File: src/logic/core_pkg.sv
// Shared definitions of the pipeline core
// Widths, reset vector, opcodes, forwarding selects
// ALU and writeback codes, instruction word union

package core_pkg;

	localparam int xlen     = 32; // Data word
	localparam int reg_bits = 5;  // Register index
	localparam int pc_bits  = 32;

	localparam logic [pc_bits-1:0] reset_pc = '0; // First fetch
	localparam logic [xlen-1:0]    nop_inst = 32'h0000_0013; // addi x0, x0, 0

	////////////////////////////// Opcodes
	localparam logic [6:0] op_rtype  = 7'b0110011;
	localparam logic [6:0] op_itype  = 7'b0010011;
	localparam logic [6:0] op_load   = 7'b0000011;
	localparam logic [6:0] op_store  = 7'b0100011;
	localparam logic [6:0] op_branch = 7'b1100011;
	localparam logic [6:0] op_jal    = 7'b1101111;
	localparam logic [6:0] op_lui    = 7'b0110111;

	// Operand source picked in decode
	localparam logic [1:0] fwd_none = 2'd0; // Register file
	localparam logic [1:0] fwd_exe  = 2'd1;
	localparam logic [1:0] fwd_mem  = 2'd2;
	localparam logic [1:0] fwd_wb   = 2'd3;

	typedef enum logic [3:0] {
		alu_add, alu_sub, alu_and, alu_or, alu_xor,
		alu_slt, alu_sltu, alu_sll, alu_srl, alu_sra
	} alu_op_e;

	typedef enum logic [1:0] {
		wb_pc4, // Link address
		wb_alu,
		wb_imm, // LUI
		wb_load
	} wb_sel_e;

	////////////////////////////// Instruction word
	typedef union packed {
		struct packed {
			logic [6:0]          funct7;
			logic [reg_bits-1:0] rs2;
			logic [reg_bits-1:0] rs1;
			logic [2:0]          funct3;
			logic [reg_bits-1:0] rd;
			logic [6:0]          opcode;
		} r;
		struct packed {
			logic [11:0]         imm12;
			logic [reg_bits-1:0] rs1;
			logic [2:0]          funct3;
			logic [reg_bits-1:0] rd;
			logic [6:0]          opcode;
		} i;
		struct packed {
			logic [6:0]          imm_hi;
			logic [reg_bits-1:0] rs2;
			logic [reg_bits-1:0] rs1;
			logic [2:0]          funct3;
			logic [4:0]          imm_lo;
			logic [6:0]          opcode;
		} s;
	} inst_u;

endpackage

File: src/logic/core_ifs.sv
// Forwarding bus from execute, memory and writeback back to decode
// Hazard control bus between decode, execute, fetch and the controller

interface fwd_if
	import core_pkg::*;
();
	logic [reg_bits-1:0] exe_rd;
	logic                exe_wr_en;
	logic                exe_is_load;  // Result not ready in execute
	logic [xlen-1:0]     exe_result;
	logic [reg_bits-1:0] mem_rd;
	logic                mem_wr_en;
	logic [xlen-1:0]     mem_result;   // Includes load data
	logic [reg_bits-1:0] wb_rd;
	logic                wb_wr_en;
	logic [xlen-1:0]     wb_result;    // Also the regfile write data

	modport exe_src (output exe_rd, exe_wr_en, exe_is_load, exe_result);
	modport mem_src (output mem_rd, mem_wr_en, mem_result, wb_rd, wb_wr_en, wb_result);
	modport sink (input exe_rd, exe_wr_en, exe_is_load, exe_result, mem_rd, mem_wr_en,
		mem_result, wb_rd, wb_wr_en, wb_result);
endinterface

interface hazard_if
	import core_pkg::*;
(
	input logic clk
);
	logic [1:0]          fwd_a, fwd_b;         // One of fwd_none .. fwd_wb
	logic                stall_id;             // Load-use hold
	logic                flush_id, flush_exe;
	logic [reg_bits-1:0] id_rs1, id_rs2;
	logic                id_use_rs1, id_use_rs2;
	logic                jal_redirect;         // JAL sitting in decode
	logic                branch_taken;         // Resolved in execute

	modport ctrl (input clk, id_rs1, id_rs2, id_use_rs1, id_use_rs2, jal_redirect, branch_taken,
		output fwd_a, fwd_b, stall_id, flush_id, flush_exe);
	modport dec (input fwd_a, fwd_b, stall_id, flush_exe,
		output id_rs1, id_rs2, id_use_rs1, id_use_rs2, jal_redirect);
	modport exe (output branch_taken);
	modport fetch (input stall_id, flush_id, branch_taken, jal_redirect);
endinterface

File: src/logic/hazard_ctrl.sv
// Hazard controller
// Forwarding source selection, load-use stall, redirect flushes

module hazard_ctrl
	import core_pkg::*;
(
	fwd_if.sink    fwd,
	hazard_if.ctrl hz
);

	logic load_use;

	// Youngest producer first
	function automatic logic [1:0] pick_src(input logic [reg_bits-1:0] rs);
		if (rs == '0)
			return fwd_none; // x0 never forwarded
		if (fwd.exe_wr_en && fwd.exe_rd == rs)
			return fwd_exe;
		if (fwd.mem_wr_en && fwd.mem_rd == rs)
			return fwd_mem;
		if (fwd.wb_wr_en && fwd.wb_rd == rs)
			return fwd_wb;
		return fwd_none;
	endfunction

	assign hz.fwd_a = pick_src(hz.id_rs1);
	assign hz.fwd_b = pick_src(hz.id_rs2);

	// Load result only exists after memory
	assign load_use = fwd.exe_is_load && fwd.exe_wr_en && fwd.exe_rd != '0 &&
		((hz.id_use_rs1 && hz.id_rs1 == fwd.exe_rd) ||
		 (hz.id_use_rs2 && hz.id_rs2 == fwd.exe_rd));

	assign hz.stall_id  = load_use;
	assign hz.flush_id  = hz.branch_taken | hz.jal_redirect; // Drop wrong-path fetch
	assign hz.flush_exe = hz.branch_taken;

	// A load in execute excludes a branch there, and the inserted bubble ends the stall
	a_stall_once: assert property (@(posedge hz.clk)
		hz.stall_id |-> !hz.branch_taken ##1 !hz.stall_id);

endmodule

File: src/flat_wrapper.sv
// flat-port wrapper written by rule: the top's interface ports become plain ports
module hazard_ctrl_flat import core_pkg::*;
  (fwd_exe_rd, fwd_exe_wr_en, fwd_exe_is_load, fwd_exe_result, fwd_mem_rd, fwd_mem_wr_en, fwd_mem_result, fwd_wb_rd, fwd_wb_wr_en, fwd_wb_result, clk, hz_id_rs1, hz_id_rs2, hz_id_use_rs1, hz_id_use_rs2, hz_jal_redirect, hz_branch_taken, hz_fwd_a, hz_fwd_b, hz_stall_id, hz_flush_id, hz_flush_exe);
  fwd_if fwd_i ();
  hazard_if hz_i (.clk(clk));
  input wire logic [$bits(fwd_i.exe_rd)-1:0] fwd_exe_rd;
  input wire logic [$bits(fwd_i.exe_wr_en)-1:0] fwd_exe_wr_en;
  input wire logic [$bits(fwd_i.exe_is_load)-1:0] fwd_exe_is_load;
  input wire logic [$bits(fwd_i.exe_result)-1:0] fwd_exe_result;
  input wire logic [$bits(fwd_i.mem_rd)-1:0] fwd_mem_rd;
  input wire logic [$bits(fwd_i.mem_wr_en)-1:0] fwd_mem_wr_en;
  input wire logic [$bits(fwd_i.mem_result)-1:0] fwd_mem_result;
  input wire logic [$bits(fwd_i.wb_rd)-1:0] fwd_wb_rd;
  input wire logic [$bits(fwd_i.wb_wr_en)-1:0] fwd_wb_wr_en;
  input wire logic [$bits(fwd_i.wb_result)-1:0] fwd_wb_result;
  input wire logic clk;
  input wire logic [$bits(hz_i.id_rs1)-1:0] hz_id_rs1;
  input wire logic [$bits(hz_i.id_rs2)-1:0] hz_id_rs2;
  input wire logic [$bits(hz_i.id_use_rs1)-1:0] hz_id_use_rs1;
  input wire logic [$bits(hz_i.id_use_rs2)-1:0] hz_id_use_rs2;
  input wire logic [$bits(hz_i.jal_redirect)-1:0] hz_jal_redirect;
  input wire logic [$bits(hz_i.branch_taken)-1:0] hz_branch_taken;
  output wire logic [$bits(hz_i.fwd_a)-1:0] hz_fwd_a;
  output wire logic [$bits(hz_i.fwd_b)-1:0] hz_fwd_b;
  output wire logic [$bits(hz_i.stall_id)-1:0] hz_stall_id;
  output wire logic [$bits(hz_i.flush_id)-1:0] hz_flush_id;
  output wire logic [$bits(hz_i.flush_exe)-1:0] hz_flush_exe;
  assign fwd_i.exe_rd = fwd_exe_rd;
  assign fwd_i.exe_wr_en = fwd_exe_wr_en;
  assign fwd_i.exe_is_load = fwd_exe_is_load;
  assign fwd_i.exe_result = fwd_exe_result;
  assign fwd_i.mem_rd = fwd_mem_rd;
  assign fwd_i.mem_wr_en = fwd_mem_wr_en;
  assign fwd_i.mem_result = fwd_mem_result;
  assign fwd_i.wb_rd = fwd_wb_rd;
  assign fwd_i.wb_wr_en = fwd_wb_wr_en;
  assign fwd_i.wb_result = fwd_wb_result;
  assign hz_i.id_rs1 = hz_id_rs1;
  assign hz_i.id_rs2 = hz_id_rs2;
  assign hz_i.id_use_rs1 = hz_id_use_rs1;
  assign hz_i.id_use_rs2 = hz_id_use_rs2;
  assign hz_i.jal_redirect = hz_jal_redirect;
  assign hz_i.branch_taken = hz_branch_taken;
  assign hz_fwd_a = hz_i.fwd_a;
  assign hz_fwd_b = hz_i.fwd_b;
  assign hz_stall_id = hz_i.stall_id;
  assign hz_flush_id = hz_i.flush_id;
  assign hz_flush_exe = hz_i.flush_exe;
  hazard_ctrl u_core (.fwd(fwd_i), .hz(hz_i));
endmodule
File: config.mk
export PLATFORM = sky130hd
export DESIGN_NAME = hazard_ctrl_flat
export DESIGN_NICKNAME = d
export VERILOG_FILES = /design/src/logic/core_pkg.sv /design/src/logic/core_ifs.sv /design/src/logic/hazard_ctrl.sv /design/src/flat_wrapper.sv
export SDC_FILE = /design/constraint.sdc
export NUM_CORES = 1
export LEC_CHECK = 0
export ABC_AREA = 1
export BUFFER_PORTS_ARGS = -buffer_cell sky130_fd_sc_hd__buf_4
export CAP_MARGIN = 20
export CORE_MARGIN = 2
export CORE_UTILIZATION = 26
export DETAILED_ROUTE_END_ITERATION = 16
export GPL_ROUTABILITY_DRIVEN = 0
export PLACE_DENSITY = 0.86
export SLEW_MARGIN = 20
export SYNTH_ARGS = -nofsm -noshare
export SYNTH_HDL_FRONTEND = slang
export SYNTH_SLANG_ARGS = --single-unit
File: constraint.sdc
create_clock -name vclk -period 0.8
set_input_delay 0 -clock vclk [all_inputs]
set_output_delay 0 -clock vclk [all_outputs]
set_load 0.02 [all_outputs]
# Yosys cells after proc, flatten, opt, wreduce, memory -nomap -nowiden
# Index checks and enable logic that the tools add are counted.
# word_totals
output_inout_bits	7
word_cells	60
regBits	0
inputBits	130
# classes
bitwise	1
mux	36
n_reduce_logical	15
eq_ne	8
# ops
operator	count
== test 5 bit	8
2-to-1 mux 2 bit	16
2-to-1 mux 1 bit	20
logical AND 1 bit	11
logical NOT 5 bit	2
nonzero test 5 bit	1
logical OR 1 bit	1
bitwise OR 1 bit	1

# Longest topological paths before layout
# depth
ltp_word	13
ltp_mapped	8
mapped_depth_nobuf	8

# Worst setup path before layout
# OpenSTA, ideal clock, no wires.
# synth_path
path_type	input port to output port
start	input fwd_exe_rd[3]
end	output hz_stall_id
stages	6
path_slack_ns	0.086
arrival_ns	0.714
path_cell_list	inv_1 nand2_1 nand2_1 nor2_1 nand4_1 a21oi_1
# synth_via
elab_chain_len	4
elab_cells_between_ends	8
# synth_lines
element	line	rtl
from (decl)	flat_wrapper.sv:6	input wire logic [$bits(fwd_i.exe_rd)-1:0] fwd_exe_rd;
== test 5 bit (on tied branches)	hazard_ctrl.sv:31, hazard_ctrl.sv:32	
logical AND 1 bit (on tied branches)	hazard_ctrl.sv:31, hazard_ctrl.sv:32	
logical OR 1 bit	hazard_ctrl.sv:31	((hz.id_use_rs1 && hz.id_rs1 == fwd.exe_rd) ||
logical AND 1 bit *	hazard_ctrl.sv:30	assign load_use = fwd.exe_is_load && fwd.exe_wr_en && fwd.exe_rd != '0 &&
to (decl)	flat_wrapper.sv:25	output wire logic [$bits(hz_i.stall_id)-1:0] hz_stall_id;
# Mark *: on every way between the ends. The rest lies on a longest branch, timed or not.

# Worst setup path after layout
# layout_path
start	input hz_id_rs2[0]
end	output hz_fwd_b[1]
# layout_via
elab_chain_len	10
elab_cells_between_ends	24
# layout_lines
element	line	rtl
from (decl)	flat_wrapper.sv:18	input wire logic [$bits(hz_i.id_rs2)-1:0] hz_id_rs2;
== test 5 bit	hazard_ctrl.sv:21	if (fwd.wb_wr_en && fwd.wb_rd == rs)
logical AND 1 bit	hazard_ctrl.sv:21	
2-to-1 mux 1 bit (2 in a row)	hazard_ctrl.sv:21	
2-to-1 mux 1 bit	hazard_ctrl.sv:19	if (fwd.mem_wr_en && fwd.mem_rd == rs)
2-to-1 mux 1 bit	hazard_ctrl.sv:17	if (fwd.exe_wr_en && fwd.exe_rd == rs)
2-to-1 mux 2 bit	hazard_ctrl.sv:23	return fwd_none;
2-to-1 mux 2 bit	hazard_ctrl.sv:21	
2-to-1 mux 2 bit	hazard_ctrl.sv:19	
2-to-1 mux 2 bit *	hazard_ctrl.sv:17	
to (decl)	flat_wrapper.sv:24	output wire logic [$bits(hz_i.fwd_b)-1:0] hz_fwd_b;
# Mark *: on every way between the ends. The rest lies on a longest branch, timed or not. The select of a mux whose other input is x is not followed.

==> results.json <==
{
  "synth_area_per_cell_um2": 4.18,
  "rsz0062_at_grt": "yes",
  "die_h_um": 54.2,
  "detail_route.wl_per_cell_um": 11.7,
  "fin_util_pct": 57.6,
  "die_span_in_x_um": 54.2,
  "multiplexer_share_of_the_synthesized_area_pct": 0,
  "critical_path.startpoint_type": "input pin",
  "initial_util_pct": 27.0,
  "max_clock_freq_mhz": 1140,
  "sequential_cells": 0,
  "drt.antenna.violating_nets": 0,
  "synthAdderAreaFrac_pct": 0,
  "share_comb_of_total_power_pct": 100.0,
  "crit_fanout": 6,
  "swShare_pct": 50.6,
  "violations": "negative setup slack",
  "netlist.area_leader.share_pct": 46.9,
  "placementRows": 18,
  "seq_power_share_pct": 0,
  "vdd_ir_drop_max_v": 0.000293,
  "global_route.usage.total_pct": 16.2,
  "final_max_slew_viol_count": 0,
  "cp_slowest_cell": "nor2_2",
  "outcome": "finished with violations",
  "timing.critical_path.max_delay_family": "simple AND/OR/NAND/NOR gates",
  "finalWorstPathRequiredPeriod_ns": 0.876,
  "cp-startpoint": "hz_id_rs2[0]",
  "critical-path-top-cell-by-count": "nand2_1",
  "clock_buffer_count": 0,
  "detail_route.first_pass.iterations": 4,
  "critical_path.n_buffers_inverters": 2,
  "layout_overhead_on_the_synthesized_area_pct": 114,
  "yosysWarnings": 0,
  "vias": 1106,
  "power.density_nw_per_um2": 533,
  "worstHoldPathType": "in -> out",
  "synth_top_cells_by_count": "82 x nand2_1, 21 x inv_1, 19 x nor2_1",
  "netlist_top_cells_area": "nand2_1 47%, inv_1 12%, nor2_1 11%",
  "synth_xor_area_share_pct": 2.67,
  "finalSetupTns_ns": -0.225,
  "worst_ep_arrival_time_ns": 0.88,
  "portBuffers": 40,
  "timing.critical_path.cells": "buf_12 -> nand2_1 -> nand2_1 -> nor2_2 -> nand3_2 -> nand2_1 -> nand2_1 -> nor2_1 -> buf_4",
  "power.share.clock_pct": 0,
  "post_synth_inst_count": 157,
  "dp_hpwl_um": 1930,
  "layout.nets": 339,
  "cp_data_required_time_ns": 0.80,
  "antennaDiodeCount": 0,
  "postSynthNetCount": 287,
  "synth_top_family_by_area": "simple AND/OR/NAND/NOR gates",
  "setup_ws_ns": -0.0756,
  "die_area_um2": 2940,
  "max_cap_viol": 0,
  "drc_errors": 0,
  "synth-simple-area-share_pct": 72.5,
  "power_w": 0.000747,
  "tightestPinTransition_ns": 0.193,
  "synth_compound_gate_area_share_pct": 7.63,
  "report.final.setup_viol": 4,
  "drt_first_iter_violations": 30,
  "final.period_utilization_pct": 109,
  "sum_of_overflow_across_all_layers_after_global_routing": 0,
  "slowest_delay_ns": 0.15,
  "cp-end-kind": "output port",
  "setup.worst_path.class": "in -> out",
  "ys_seq_area_share_pct": 0,
  "synthesis.area_um2": 656,
  "yosys.area.top_type": "nand2_1",
  "worst_slew_margin_rel_pct": 87.1,
  "critical_path_cell_count": 9,
  "holdWs_ns": 0.228,
  "yosysUniqueCellTypes": 15,
  "grt_max_degree": 7,
  "grt_antenna_before_repair": 0,
  "p_leak_nw": 0.756,
  "routed_wl_um": 2770,
  "post_drt_via_cell_ratio": 4.67,
  "numPlacedInstances": 235,
  "core_area_um2": 2430,
  "grt_first_pass_wirelength_um": 3620,
  "design.portCount": 137,
  "number_of_standard_cells_in_the_layout_taps_in_and_fillers_out": 237,
  "layout.area.seq_um2": 0,
  "drive_above_1_share_pct": 59.9,
  "cp-endpoint": "hz_fwd_b[1]",
  "power_switching_w": 0.000378,
  "yosys.cell_count.top_type": "nand2_1",
  "power_internal_w": 0.000369,
  "timing_hold_violations_final": 0,
  "grt_pass1_vias": 910,
  "hold-path-cell-count": 2
}
cells by family (layout without fill, tap and decap cells):
group                     count (synthesis)  count (layout)
and+or+nand+nor                         118             118
buffers and inverters                    29              79
AOI/OAI and AO/OA                         8               8
xor gates and xnor gates                  2               2
power groups by stage:
| stage | Sequential (W) | Clock, W | Combinational (W) |
|---|---|---|---|
| after floorplan | 0 | 0 | 0.000242 |
| after global placement | 0 | 0 | 0.000504 |
| after detailed placement | 0 | 0 | 0.000509 |
| after CTS | 0 | 0 | 0.000573 |
| after global routing | 0 | 0 | 0.000803 |
| final | 0 | 0 | 0.000747 |
area by class of cell:
cell class,instances,area [µm²]
multi-input combinational,128,712
tap,30,37.5
timing repair buffer,51,508
fill,219,1030
inverter,28,143
worst min path at each step:
stage	start	endpoint	slack, ns
3_5_place_dp	hz_branch_taken	hz_flush_exe	0.21
2_1_floorplan	hz_branch_taken	hz_flush_exe	0.11
3_3_place_gp	hz_branch_taken	hz_flush_exe	0.20
4_1_cts	hz_branch_taken	hz_flush_exe	0.21
5_1_grt	hz_branch_taken	hz_flush_exe	0.23
6_report	hz_branch_taken	hz_flush_exe	0.23
what timing repair did:
action / CTS / global route
resized for setup: 39 / 78
hold buffers: 0 / 0
setup endpoints to repair: 5 / 5
setup buffers: 0 / 2
endpoints found under the hold margin: 0 / 0
pin swaps: 24 / 40
stage by stage:
step	worst slack, ns	cell area [µm²]
floorplan	0.0860	656
global placement	-0.0920	1050
detailed placement	-0.120	1050
CTS	-0.0747	1150
global route	-0.123	1400
finish	-0.0756	1400
layout by cell type, fill, tap and decap left out, types with 4 or more instances in the layout:
cell,count
inv_2,13
a21oi_2,4
nor2_4,5
buf_6,14
nand2_4,4
nand3_1,4
nand4_1,5
nor2_1,10
buf_4,30
inv_1,4
nand2_1,55
nor2_2,7
inv_4,8
buf_12,4
nand2_2,23
routing by layer:
layer  share of wire [%]  global-route usage [%]  vias up  wire length [µm]
li1                    -                       -      573                 -
met1                  41                    23.5      488              1150
met2                  51                    26.9       39              1410
met3                 4.6                       0        6               127
met4                 3.3                    2.92        0                91
met5                   0                       0        -                 0
No activity file was read; power rests on OpenSTA's default activity.
