File: config.mk
export PLATFORM = sky130hd
export DESIGN_NAME = fetch_stage_flat
export DESIGN_NICKNAME = d
export VERILOG_FILES = /design/src/logic/core_pkg.sv /design/src/logic/core_ifs.sv /design/src/logic/fetch_stage.sv /design/src/flat_wrapper.sv
export SDC_FILE = /design/constraint.sdc
export NUM_CORES = 1
export LEC_CHECK = 0
export BUFFER_PORTS_ARGS = -buffer_cell sky130_fd_sc_hd__buf_2
export CORE_ASPECT_RATIO = 0.6
export CORE_MARGIN = 3
export CORE_UTILIZATION = 45
export CTS_BUF_LIST = sky130_fd_sc_hd__clkbuf_16
export CTS_CLUSTER_SIZE = 14
export DETAILED_ROUTE_END_ITERATION = 8
export PLACE_DENSITY_LB_ADDON = 0.3
export SYNTH_ARGS = -nofsm -noshare
export SYNTH_HDL_FRONTEND = slang
export SYNTH_SLANG_ARGS = --single-unit
File: constraint.sdc
create_clock -name clk -period 2.5 [get_ports clk]
set_clock_uncertainty 0.2 [all_clocks]
set_input_delay 0.375 -clock clk [delete_from_list [all_inputs] [get_ports clk]]
set_output_delay 0.375 -clock clk [all_outputs]
set_load 0.03 [all_outputs]
File: src/logic/core_pkg.sv
// Shared definitions of the pipeline core
// Widths, reset vector, opcodes, forwarding selects
// ALU and writeback codes, instruction word union

package core_pkg;

	localparam int xlen     = 32; // Data word
	localparam int reg_bits = 5;  // Register index
	localparam int pc_bits  = 32;

	localparam logic [pc_bits-1:0] reset_pc = '0; // First fetch
	localparam logic [xlen-1:0]    nop_inst = 32'h0000_0013; // addi x0, x0, 0

	////////////////////////////// Opcodes
	localparam logic [6:0] op_rtype  = 7'b0110011;
	localparam logic [6:0] op_itype  = 7'b0010011;
	localparam logic [6:0] op_load   = 7'b0000011;
	localparam logic [6:0] op_store  = 7'b0100011;
	localparam logic [6:0] op_branch = 7'b1100011;
	localparam logic [6:0] op_jal    = 7'b1101111;
	localparam logic [6:0] op_lui    = 7'b0110111;

	// Operand source picked in decode
	localparam logic [1:0] fwd_none = 2'd0; // Register file
	localparam logic [1:0] fwd_exe  = 2'd1;
	localparam logic [1:0] fwd_mem  = 2'd2;
	localparam logic [1:0] fwd_wb   = 2'd3;

	typedef enum logic [3:0] {
		alu_add, alu_sub, alu_and, alu_or, alu_xor,
		alu_slt, alu_sltu, alu_sll, alu_srl, alu_sra
	} alu_op_e;

	typedef enum logic [1:0] {
		wb_pc4, // Link address
		wb_alu,
		wb_imm, // LUI
		wb_load
	} wb_sel_e;

	////////////////////////////// Instruction word
	typedef union packed {
		struct packed {
			logic [6:0]          funct7;
			logic [reg_bits-1:0] rs2;
			logic [reg_bits-1:0] rs1;
			logic [2:0]          funct3;
			logic [reg_bits-1:0] rd;
			logic [6:0]          opcode;
		} r;
		struct packed {
			logic [11:0]         imm12;
			logic [reg_bits-1:0] rs1;
			logic [2:0]          funct3;
			logic [reg_bits-1:0] rd;
			logic [6:0]          opcode;
		} i;
		struct packed {
			logic [6:0]          imm_hi;
			logic [reg_bits-1:0] rs2;
			logic [reg_bits-1:0] rs1;
			logic [2:0]          funct3;
			logic [4:0]          imm_lo;
			logic [6:0]          opcode;
		} s;
	} inst_u;

endpackage

File: src/logic/core_ifs.sv


interface hazard_if
	import core_pkg::*;
(
	input logic clk
);
	logic [1:0]          fwd_a, fwd_b;         // One of fwd_none .. fwd_wb
	logic                stall_id;             // Load-use hold
	logic                flush_id, flush_exe;
	logic [reg_bits-1:0] id_rs1, id_rs2;
	logic                id_use_rs1, id_use_rs2;
	logic                jal_redirect;         // JAL sitting in decode
	logic                branch_taken;         // Resolved in execute

	modport ctrl (input clk, id_rs1, id_rs2, id_use_rs1, id_use_rs2, jal_redirect, branch_taken,
		output fwd_a, fwd_b, stall_id, flush_id, flush_exe);
	modport dec (input fwd_a, fwd_b, stall_id, flush_exe,
		output id_rs1, id_rs2, id_use_rs1, id_use_rs2, jal_redirect);
	modport exe (output branch_taken);
	modport fetch (input stall_id, flush_id, branch_taken, jal_redirect);
endinterface

File: src/logic/fetch_stage.sv
// Fetch stage
// Program counter, next-PC selection, IF/ID register

module fetch_stage
	import core_pkg::*;
(
	input  logic               clk,
	input  logic               arst_n,
	hazard_if.fetch            hz,
	input  logic [pc_bits-1:0] br_target,
	input  logic [pc_bits-1:0] jal_target,
	output logic [pc_bits-1:0] imem_addr,
	input  logic [xlen-1:0]    imem_data,
	output inst_u              id_inst,
	output logic [pc_bits-1:0] id_pc
);

	logic [pc_bits-1:0] pc;
	logic [pc_bits-1:0] pc_next;

	// Branch beats JAL, an older instruction wins
	always_comb begin
		if (hz.branch_taken)
			pc_next = br_target;
		else if (hz.jal_redirect)
			pc_next = jal_target;
		else if (hz.stall_id)
			pc_next = pc; // Refetch same word
		else
			pc_next = pc + pc_bits'(4);
	end

	always_ff @(posedge clk or negedge arst_n) begin
		if (!arst_n)
			pc <= reset_pc;
		else
			pc <= pc_next;
	end

	assign imem_addr = pc; // Async instruction memory

	////////////////////////////// IF/ID
	always_ff @(posedge clk or negedge arst_n) begin
		if (!arst_n) begin
			id_inst <= nop_inst;
			id_pc   <= reset_pc;
		end else if (hz.flush_id) begin
			id_inst <= nop_inst; // Bubble
		end else if (!hz.stall_id) begin
			id_inst <= imem_data;
			id_pc   <= pc;
		end
	end

endmodule

File: src/flat_wrapper.sv
// flat-port wrapper written by rule: the top's interface ports become plain ports
module fetch_stage_flat import core_pkg::*;
  (clk, arst_n, br_target, jal_target, imem_addr, imem_data, id_inst, id_pc, hz_stall_id, hz_flush_id, hz_branch_taken, hz_jal_redirect);
  hazard_if hz_i (.clk(clk));
  input  logic clk;
  input  logic arst_n;
  input  logic [pc_bits-1:0] br_target;
  input  logic [pc_bits-1:0] jal_target;
  output logic [pc_bits-1:0] imem_addr;
  input  logic [xlen-1:0] imem_data;
  output inst_u id_inst;
  output logic [pc_bits-1:0] id_pc;
  input wire logic [$bits(hz_i.stall_id)-1:0] hz_stall_id;
  input wire logic [$bits(hz_i.flush_id)-1:0] hz_flush_id;
  input wire logic [$bits(hz_i.branch_taken)-1:0] hz_branch_taken;
  input wire logic [$bits(hz_i.jal_redirect)-1:0] hz_jal_redirect;
  assign hz_i.stall_id = hz_stall_id;
  assign hz_i.flush_id = hz_flush_id;
  assign hz_i.branch_taken = hz_branch_taken;
  assign hz_i.jal_redirect = hz_jal_redirect;
  fetch_stage u_core (.clk(clk), .arst_n(arst_n), .hz(hz_i), .br_target(br_target), .jal_target(jal_target), .imem_addr(imem_addr), .imem_data(imem_data), .id_inst(id_inst), .id_pc(id_pc));
endmodule
-- Word-level counts from Yosys, hierarchy flattened
Index checks and enable logic that the tools add are counted.
- flip-flop bits (word level): 96
- bits of input ports: 102
- logic and storage cells: 14
- eq/ne operators: 2
- bitwise logic cells: 2
- $add $sub $neg: 1
- reduce and logical (&&, ||, !) cells: 1
- multiplexer cells: 5
- operator list (cell ; number):
    $mux W32 ; 5
    $add A32 B3 Y32 const B ; 1
    $ne A3 B1 Y1 const B ; 1
    $ne A2 B1 Y1 const B ; 1
    $not A1 Y1 ; 2
    $reduce_and A2 Y1 ; 1

-- Depth between registers and ports, before layout
Gate-level depths: netlist (run 1).
- word-level depth: 4
- depth in mapped cells: 7
- mapped depth without buffers: 6

-- Least setup slack after synthesis (run 1)
No wires, ideal clock.
- path type: reg2reg
- start point: register u_core.pc[10], in the netlist u_core.imem_addr[10]
- end point: register u_core.pc[30], in the netlist u_core.imem_addr[30]
- clock period less this slack: 2.258 ns
- buffers on the path: 0
- data arrival time: 1.985 ns
- setup time: 0.073 ns
- data required time: 2.227 ns
- path slack: 0.242 ns
- stages on the path, launching flop included: 6
- cells stage by stage: dfrtp_1 > and4_4 > nand4_4 > or4_1 > a211o_1 > a2bb2oi_2
- word-level cells in the longest chain between the ends: 4
- ends and longest elaborated chain (item ; line ; RTL):
    start: declaration ; fetch_stage.sv:18 ; logic [pc_bits-1:0] pc;
    start signal: assignment ; fetch_stage.sv:35 ; pc <= reset_pc;
    start signal: assignment ; fetch_stage.sv:37 ; pc <= pc_next;
    $add A32 B3 Y32 ; fetch_stage.sv:30 ; pc_next = pc + pc_bits'(4);
    $mux W32 ; fetch_stage.sv:27 ; else if (hz.stall_id)
    $mux W32 ; fetch_stage.sv:25 ; else if (hz.jal_redirect)
    $mux W32 ; fetch_stage.sv:23 ; if (hz.branch_taken)
No other way between the ends. The select of a mux whose other input is x is not followed.
A chain may end at the register's enable or synchronous reset.

-- Worst setup path after layout (run 1)
- start point: register u_core.pc[5], in the netlist u_core.imem_addr[5]
- end point: register u_core.pc[28], in the netlist u_core.imem_addr[28]
Same word-level chain as after synthesis.

==> results of run 1 <==
[per-layer routing]
metal | GRT usage (%) | part of all wire [%]
met5 | 0 | 0.049
met2 | 37.57 | 44
met3 | 7.545 | 8.7
met4 | 4.036 | 0.51
met1 | 34.68 | 46
[registers in the layout (all words and copies together), names as in the netlist]
| name | flops |
|---|---|
| u_core.id_inst | 32 |
| u_core.imem_addr | 32 |
| u_core.id_pc | 32 |
[worst min-delay path by stage]
stage	start	endpoint	cells after the start
3_5_place_dp	arst_n	u_core.id_inst[8]$_DFFE_PN0P_	1
6_report	br_target[2]	u_core.imem_addr[2]$_DFFE_PN0P_	2
5_1_grt	br_target[2]	u_core.imem_addr[2]$_DFFE_PN0P_	2
4_1_cts	br_target[2]	u_core.imem_addr[2]$_DFFE_PN0P_	2
3_3_place_gp	arst_n	u_core.id_inst[12]$_DFFE_PN0P_	1
2_1_floorplan	arst_n	u_core.id_inst[10]$_DFFE_PN0P_	0
[worst register-to-register path: stages (launching register included)]
cell                       delay, ps
sky130_fd_sc_hd__dfrtp_1         460
sky130_fd_sc_hd__and4_1          390
sky130_fd_sc_hd__nand3_1         350
sky130_fd_sc_hd__or4_1           500
sky130_fd_sc_hd__a21boi_0        210
sky130_fd_sc_hd__o22a_1          150
[layout make-up]
| cell class | instances | area [sq um] | share of cell area, % |
|---|---|---|---|
| clock inverters | 7 | 95.09 | 1.507 |
| flip-flops and latches | 96 | 2406 | 38.13 |
| multi-input cells | 322 | 2185 | 34.62 |
| well taps | 135 | 168.9 | 2.677 |
| inverters | 7 | 26.28 | 0.4164 |
| clock buffers | 9 | 225.2 | 3.569 |
| repair buffers | 222 | 1204 | 19.08 |
[stage by stage]
step | cell area [sq um] | worst slack, ps | hold WS, ps
floorplan | 4728 | 241.9 | -120.6
global placement | 5979 | 372.3 | 123.3
detailed placement | 5979 | 220.6 | 122.1
CTS | 6310 | 193.2 | 28.89
global route | 6310 | 26.97 | 30.52
finish | 6310 | 190.2 | 36.32
[cells by family (layout without fill, tap and decap cells)]
family | Yosys count | after routing
and+or+nand+nor | 142 | 142
AOI/OAI and AO/OA | 96 | 96
DFF | 96 | 96
muxes | 66 | 66
buffers and inverters | 37 | 245
xor gates and xnor gates | 17 | 17
adders and majority gates | 1 | 1
[power by group through the flow]
stage / clock, W / sequential (W) / combinational (W)
floorplan: 0 / 0.00228 / 0.000362
global route: 0.00158 / 0.00192 / 0.00127
CTS: 0.00150 / 0.00189 / 0.00119
detailed placement: 0 / 0.00192 / 0.00119
finish: 0.00147 / 0.00189 / 0.00118
global placement: 0 / 0.00191 / 0.00117
[layout by cell type (no fill, tap or decap), drive strengths merged, types with 8 or more instances in the layout]
cell,synthesis,routed
buf,7,221
a21oi,27,27
inv,7,8
mux2i,33,33
xnor2,11,11
nand2,36,36
dfrtp,93,93
mux2,33,33
nand3,12,12
and3,9,9
clkbuf,23,9
o21ai,22,22
nor2,53,53
[repair_timing]
action | 4_1_cts | 5_1_grt
gates resized for setup | 0 | 0
hold buffers | 1 | 0
endpoints found under the hold margin | 26 | 0
==> out/results.txt, run 1 <==
result of the run -> finished, final reports clean
detailed-route DRC error count -> 0
HPWL after detailed placement -> 10.80 mm
unrepaired setup endpoints after global routing -> false
slew at the pin closest to its max-slew limit -> 489.1 ps
fill count -> 858
die footprint -> 11,810 sq um
adder-cell area share of the yosys netlist -> 0.2646%
Final Instance Count excl. Fillers -> 798
final WL -> 14.36 mm
number of buffers created by CTS -> 9
overall overflow remaining after global route -> 0
post-synthesis sequential area ratio -> 50.89%
number of synthesized register bits -> 96
mux share of post-synthesis cell area -> 14.85%
overall via count from detail_route -> 4,442
remaining number of nets flagged by the antenna check after routing -> 0
arrival time at the worst endpoint -> 2390 ps
number of antenna violations at the first check in global routing -> 1
part of the power in the clock network -> 32.4%
combinational family with the most area after synthesis -> multiplexers
Antenna diodes -> 0
power per unit of standard cell area -> 720.7 nW/um^2
slowest cell on the critical path -> sky130_fd_sc_hd__or4_1
global-route wire length before repair -> 23.07 mm
Cell Area, Synth -> 4728 sq um
die outline width -> 138.3 um
fraction of synthesized cell area taken by the top area cell type -> 49.22%
top cells by count, synth -> sky130_fd_sc_hd__dfrtp_1, sky130_fd_sc_hd__nor2_1, sky130_fd_sc_hd__nand2_1
signed area change from the synthesized netlist to the final layout -> 33.45%
Max transition margin -> 67.39%
count of buffering cells on the critical path with inverters included -> 0
root buf cell -> sky130_fd_sc_hd__clkbuf_16
clock latency of the later-clocked register in the worst-skew pair -> 340 ps
r2r startpoint -> u_core.imem_addr[5]$_DFFE_PN0P_
count of buffers from port buffering -> 197
global placement routability congestion -> 0.8705
Synth Area in Compound Gates -> 13.36%
Seq pwr share -> 41.6%
end of the worst register-to-register path -> u_core.imem_addr[28]$_DFFE_PN0P_
post-synth top area cell -> sky130_fd_sc_hd__dfrtp_1
share of the synthesized netlist area taken by xor and xnor gates -> 3.149%
biggest cell delay along the critical path -> 500 ps
CTS clk-pin slew, worst paths -> 60 ps
Register-to-Register Path Depth -> 5
Pleak -> 3.100 nW
fraction of power consumed by combinational cells -> 26.0%
Worst Setup Path Type -> register to register
maximum clock path buffer count -> 2
max frequency -> 432.9 MHz
number of placed I/O pins -> 198
count of yosys warnings during synthesis -> 0
Inst Count DP -> 781
required time of the worst setup path -> 2580 ps
total clock sinks -> 96
post-layout utilization of the core -> 62.76%
nets@finish -> 761
Max Slew Vio Count -> 0
vias per std cell -> 5.566
delay-heaviest family, CP -> simple AND/OR/NAND/NOR gates
hold violation count in the final report -> 0
net switching power -> 0.001502 W
count leader, synth -> sky130_fd_sc_hd__dfrtp_1
setup TNS -> 0 ps
Post-Syn Nets -> 558
Pre-antenna DRT Iters -> 5
launch point of the critical path -> u_core.imem_addr[5]$_DFFE_PN0P_
slack of the worst reg-to-reg path -> 190 ps
max_cap viols -> 0
sort of element at the start of the critical path -> register
most used flip-flop cell after synthesis -> sky130_fd_sc_hd__dfrtp_1
number of enable flip-flop cells after synthesis -> 0
number of placement rows -> 28
period utilisation layout -> 92.39%
average routed wire per standard cell -> 18.00 um
share of layout cells above drive strength 1 -> 41.78%
Crit path depth -> 5
die height -> 85.40 um
maximum fanout encountered on the critical timing path -> 9
setup violators final -> 0
maximum vdd drop -> 0.0003814 V
TritonCTS clock tree -> yes
cell breakdown of the critical path -> and4_1 -> nand3_1 -> or4_1 -> a21boi_0 -> o22a_1
async set-reset flop share out of synthesis -> 100.0%
share of total power consumed by net switching -> 33.04%
Setup Fix Bufs, Post-CTS -> 0
largest net degree at the start of global routing -> 36
post-synthesis share of cell area spent on and, or, nand and nor gates -> 14.42%
crit path capture -> u_core.imem_addr[28]$_DFFE_PN0P_
CTS H-tree lvls -> 3
global router's overall resource usage -> 24.34%
number of unique standard cell types used by synthesis -> 48
core area -> 10,050 sq um
type of destination of the critical path -> register
class of the worst hold path -> input pin to register
Starting Density -> 47.03%
post-route total power -> 0.004547 W
synthesized instance count -> 455
ranking of synthesized cells by area -> sky130_fd_sc_hd__dfrtp_1, sky130_fd_sc_hd__mux2_2, sky130_fd_sc_hd__mux2i_1
Internal -> 0.003045 W
number of global-route vias before repair -> 4,310
average cell area after synthesis -> 10.39 sq um
time the final worst path needs with I/O delays and setup -> 2310 ps
Iteration-0 DRC Markers -> 367
(Power assumes the default switching activity.)
==> run 2: changes to the inputs <==
--- a/config.mk
+++ b/config.mk
@@ -12,7 +12,7 @@
 export CTS_BUF_LIST = sky130_fd_sc_hd__clkbuf_16
 export CTS_CLUSTER_SIZE = 14
 export DETAILED_ROUTE_END_ITERATION = 8
-export PLACE_DENSITY_LB_ADDON = 0.3
+export PLACE_DENSITY_LB_ADDON = 0.15
 export SYNTH_ARGS = -nofsm -noshare
 export SYNTH_HDL_FRONTEND = slang
 export SYNTH_SLANG_ARGS = --single-unit
==> out/results.txt, run 2 (synthesis results as in run 1) <==
Max transition margin -> 59.88% (-7.5 points)
delay-heaviest family, CP -> simple AND/OR/NAND/NOR gates
count of buffering cells on the critical path with inverters included -> 1 (+1)
Pre-antenna DRT Iters -> 6 (+1)
largest net degree at the start of global routing -> 45 (+25%)
share of layout cells above drive strength 1 -> 41.22% (-0.56 points)
Starting Density -> 47.03% (unchanged)
worst setup slack after placement -> 181.9 ps (-38.70 ps)
die height -> 85.40 um (unchanged)
total clock sinks -> 96 (unchanged)
global router's overall resource usage -> 24.93% (+0.59 points)
worst hold margin -> 42.95 ps (+6.630 ps)
global placement routability congestion -> 0.8162 (-6.2%)
count of buffers from port buffering -> 197 (unchanged)
overall via count from detail_route -> 4,433 (-0.20%)
worst min-delay path startpoint -> br_target[6]
nets@finish -> 753 (-1.1%)
slowest cell on the critical path -> sky130_fd_sc_hd__dfrtp_1
maximum fanout encountered on the critical timing path -> 11 (+2)
die footprint -> 11,810 sq um (unchanged)
setup violators final -> 0 (unchanged)
Final Instance Count excl. Fillers -> 790 (-1.0%)
result of the run -> finished, final reports clean
global-route wire length before repair -> 23.71 mm (+2.8%)
power per unit of standard cell area -> 724.7 nW/um^2 (+0.55%)
most common cell after layout, fill and taps aside -> sky130_fd_sc_hd__buf_2
slack of the worst reg-to-reg path -> 270 ps (+80 ps)
maximum vdd drop -> 0.0004580 V (+20%)
max_cap viols -> 0 (unchanged)
maximum clock path buffer count -> 2 (unchanged)
final WL -> 14.44 mm (+0.55%)
Iteration-0 DRC Markers -> 325 (-11%)
TritonCTS clock tree -> yes
Inst Count DP -> 773 (-1.0%)
number of global-route vias before repair -> 4,518 (+4.8%)
HPWL after detailed placement -> 10.64 mm (-1.4%)
arrival time at the worst endpoint -> 2250 ps (-140 ps)
sort of element at the start of the critical path -> register
Max Slew Vio Count -> 0 (unchanged)
number of buffers created by CTS -> 9 (unchanged)
time the final worst path needs with I/O delays and setup -> 2230 ps (-79.94 ps)
root buf cell -> sky130_fd_sc_hd__clkbuf_16
CTS clk-pin slew, worst paths -> 70 ps (about the same)
class of the worst hold path -> input pin to register
remaining number of nets flagged by the antenna check after routing -> 0 (unchanged)
biggest cell delay along the critical path -> 470 ps (-30 ps)
overall overflow remaining after global route -> 0 (unchanged)
commonest cells after routing, fill and taps aside -> sky130_fd_sc_hd__buf_2, sky130_fd_sc_hd__dfrtp_1, sky130_fd_sc_hd__nor2_1, sky130_fd_sc_hd__nand2_1
Pleak -> 3.060 nW (-1.3%)
number of placed I/O pins -> 198 (unchanged)
required time of the worst setup path -> 2520 ps (-60 ps)
slew at the pin closest to its max-slew limit -> 600.5 ps (+111.4 ps)
die outline width -> 138.3 um (unchanged)
fin worst setup slack -> 270.2 ps (+79.94 ps)
core area -> 10,050 sq um (unchanged)
setup TNS -> 0 ps (unchanged)
CTS H-tree lvls -> 3 (unchanged)
Antenna diodes -> 0 (unchanged)
Setup Fix Bufs, Post-CTS -> 0 (unchanged)
Hold Crit Depth -> 3 (+1)
number of antenna violations at the first check in global routing -> 0 (-1)
cell breakdown of the critical path -> and4_4 -> nand4_4 -> buf_4 -> nor3_1 -> o21ai_0 -> a221o_1
r2r startpoint -> u_core.imem_addr[11]$_DFFE_PN0P_
Worst Setup Path Type -> register to register
clock latency of the later-clocked register in the worst-skew pair -> 340 ps (about the same)
end of the worst register-to-register path -> u_core.imem_addr[24]$_DFFE_PN0P_
unrepaired setup endpoints after global routing -> false
number of placement rows -> 28 (unchanged)
worst min-delay path endpoint -> u_core.imem_addr[6]$_DFFE_PN0P_
Register-to-Register Path Depth -> 6 (+1)
vias per std cell -> 5.611 (+0.81%)
hold violation count in the final report -> 0 (unchanged)
detailed-route DRC error count -> 0 (unchanged)
max frequency -> 448.5 MHz (+3.6%)
signed area change from the synthesized netlist to the final layout -> 32.68%
average routed wire per standard cell -> 18.28 um (+1.6%)
period utilisation layout -> 89.19% (-3.2 points)
type of destination of the critical path -> register
[run 2: cell count changes in the layout (fill, tap and decap cells not counted), sizes merged]
cell,delta
buf,-8
clkinvlp,+1
inv,-1
[run 2: how the worst max path moves through the flow]
stage | cells after the start | end | slack (ps) | from
3_5_place_dp | 6 | u_core.imem_addr[28]$_DFFE_PN0P_ | 180 | u_core.imem_addr[2]$_DFFE_PN0P_
2_1_floorplan | 5 | u_core.imem_addr[30]$_DFFE_PN0P_ | 240 | u_core.imem_addr[10]$_DFFE_PN0P_
5_1_grt | 6 | u_core.imem_addr[24]$_DFFE_PN0P_ | 70 | u_core.imem_addr[2]$_DFFE_PN0P_
6_report | 6 | u_core.imem_addr[24]$_DFFE_PN0P_ | 270 | u_core.imem_addr[11]$_DFFE_PN0P_
4_1_cts | 6 | u_core.imem_addr[28]$_DFFE_PN0P_ | 160 | u_core.imem_addr[2]$_DFFE_PN0P_
3_3_place_gp | 6 | u_core.imem_addr[28]$_DFFE_PN0P_ | 270 | u_core.imem_addr[2]$_DFFE_PN0P_
[run 2: worst register-to-register path: stages (launching register included)]
cell	delay, ps
sky130_fd_sc_hd__dfrtp_1	470
sky130_fd_sc_hd__and4_4	310
sky130_fd_sc_hd__nand4_4	200
sky130_fd_sc_hd__buf_4	240
sky130_fd_sc_hd__nor3_1	250
sky130_fd_sc_hd__o21ai_0	130
sky130_fd_sc_hd__a221o_1	320
[run 2: stage by stage]
stage          cell area, sq um  util, %  power (W)
2_1_floorplan              4728        -   0.002639
3_3_place_gp               5932    59.00   0.003064
3_5_place_dp               5932    59.00   0.003095
4_1_cts                    6264    62.29   0.004575
5_1_grt                    6274    62.39   0.004767
6_report                   6274    62.39   0.004546
[run 2: layer usage]
layer,global-route usage [%],wire (um),vias to the layer above
li1,-,-,2040
met4,5.381,122,0
met3,7.658,1209,18
met1,34.45,6563,2177
met5,0,0,-
met2,39.20,6545,198
[run 2: area by class of cell]
class	instances	area [sq um]
inverters	7	26.28
well taps	135	168.9
multi-input cells	322	2195
clock buffers	9	225.2
flip-flops and latches	96	2406
fillers	900	3781
clock inverters	7	96.34
repair buffers	214	1156
[run 2: what timing repair did]
action | CTS | global route
endpoints found under the setup margin | 0 | 2
hold buffers | 1 | 0
endpoints found under the hold margin | 28 | 0
gates resized for setup | 0 | 2
[run 2: where the power goes]
| group | internal (W) | switching [W] | total (W) |
|---|---|---|---|
| combinational | 0.000417 | 0.000746 | 0.00116 |
| clock | 0.000876 | 0.000600 | 0.00148 |
| sequential | 0.00174 | 0.000167 | 0.00191 |
| total | 0.00303 | 0.00151 | 0.00455 |
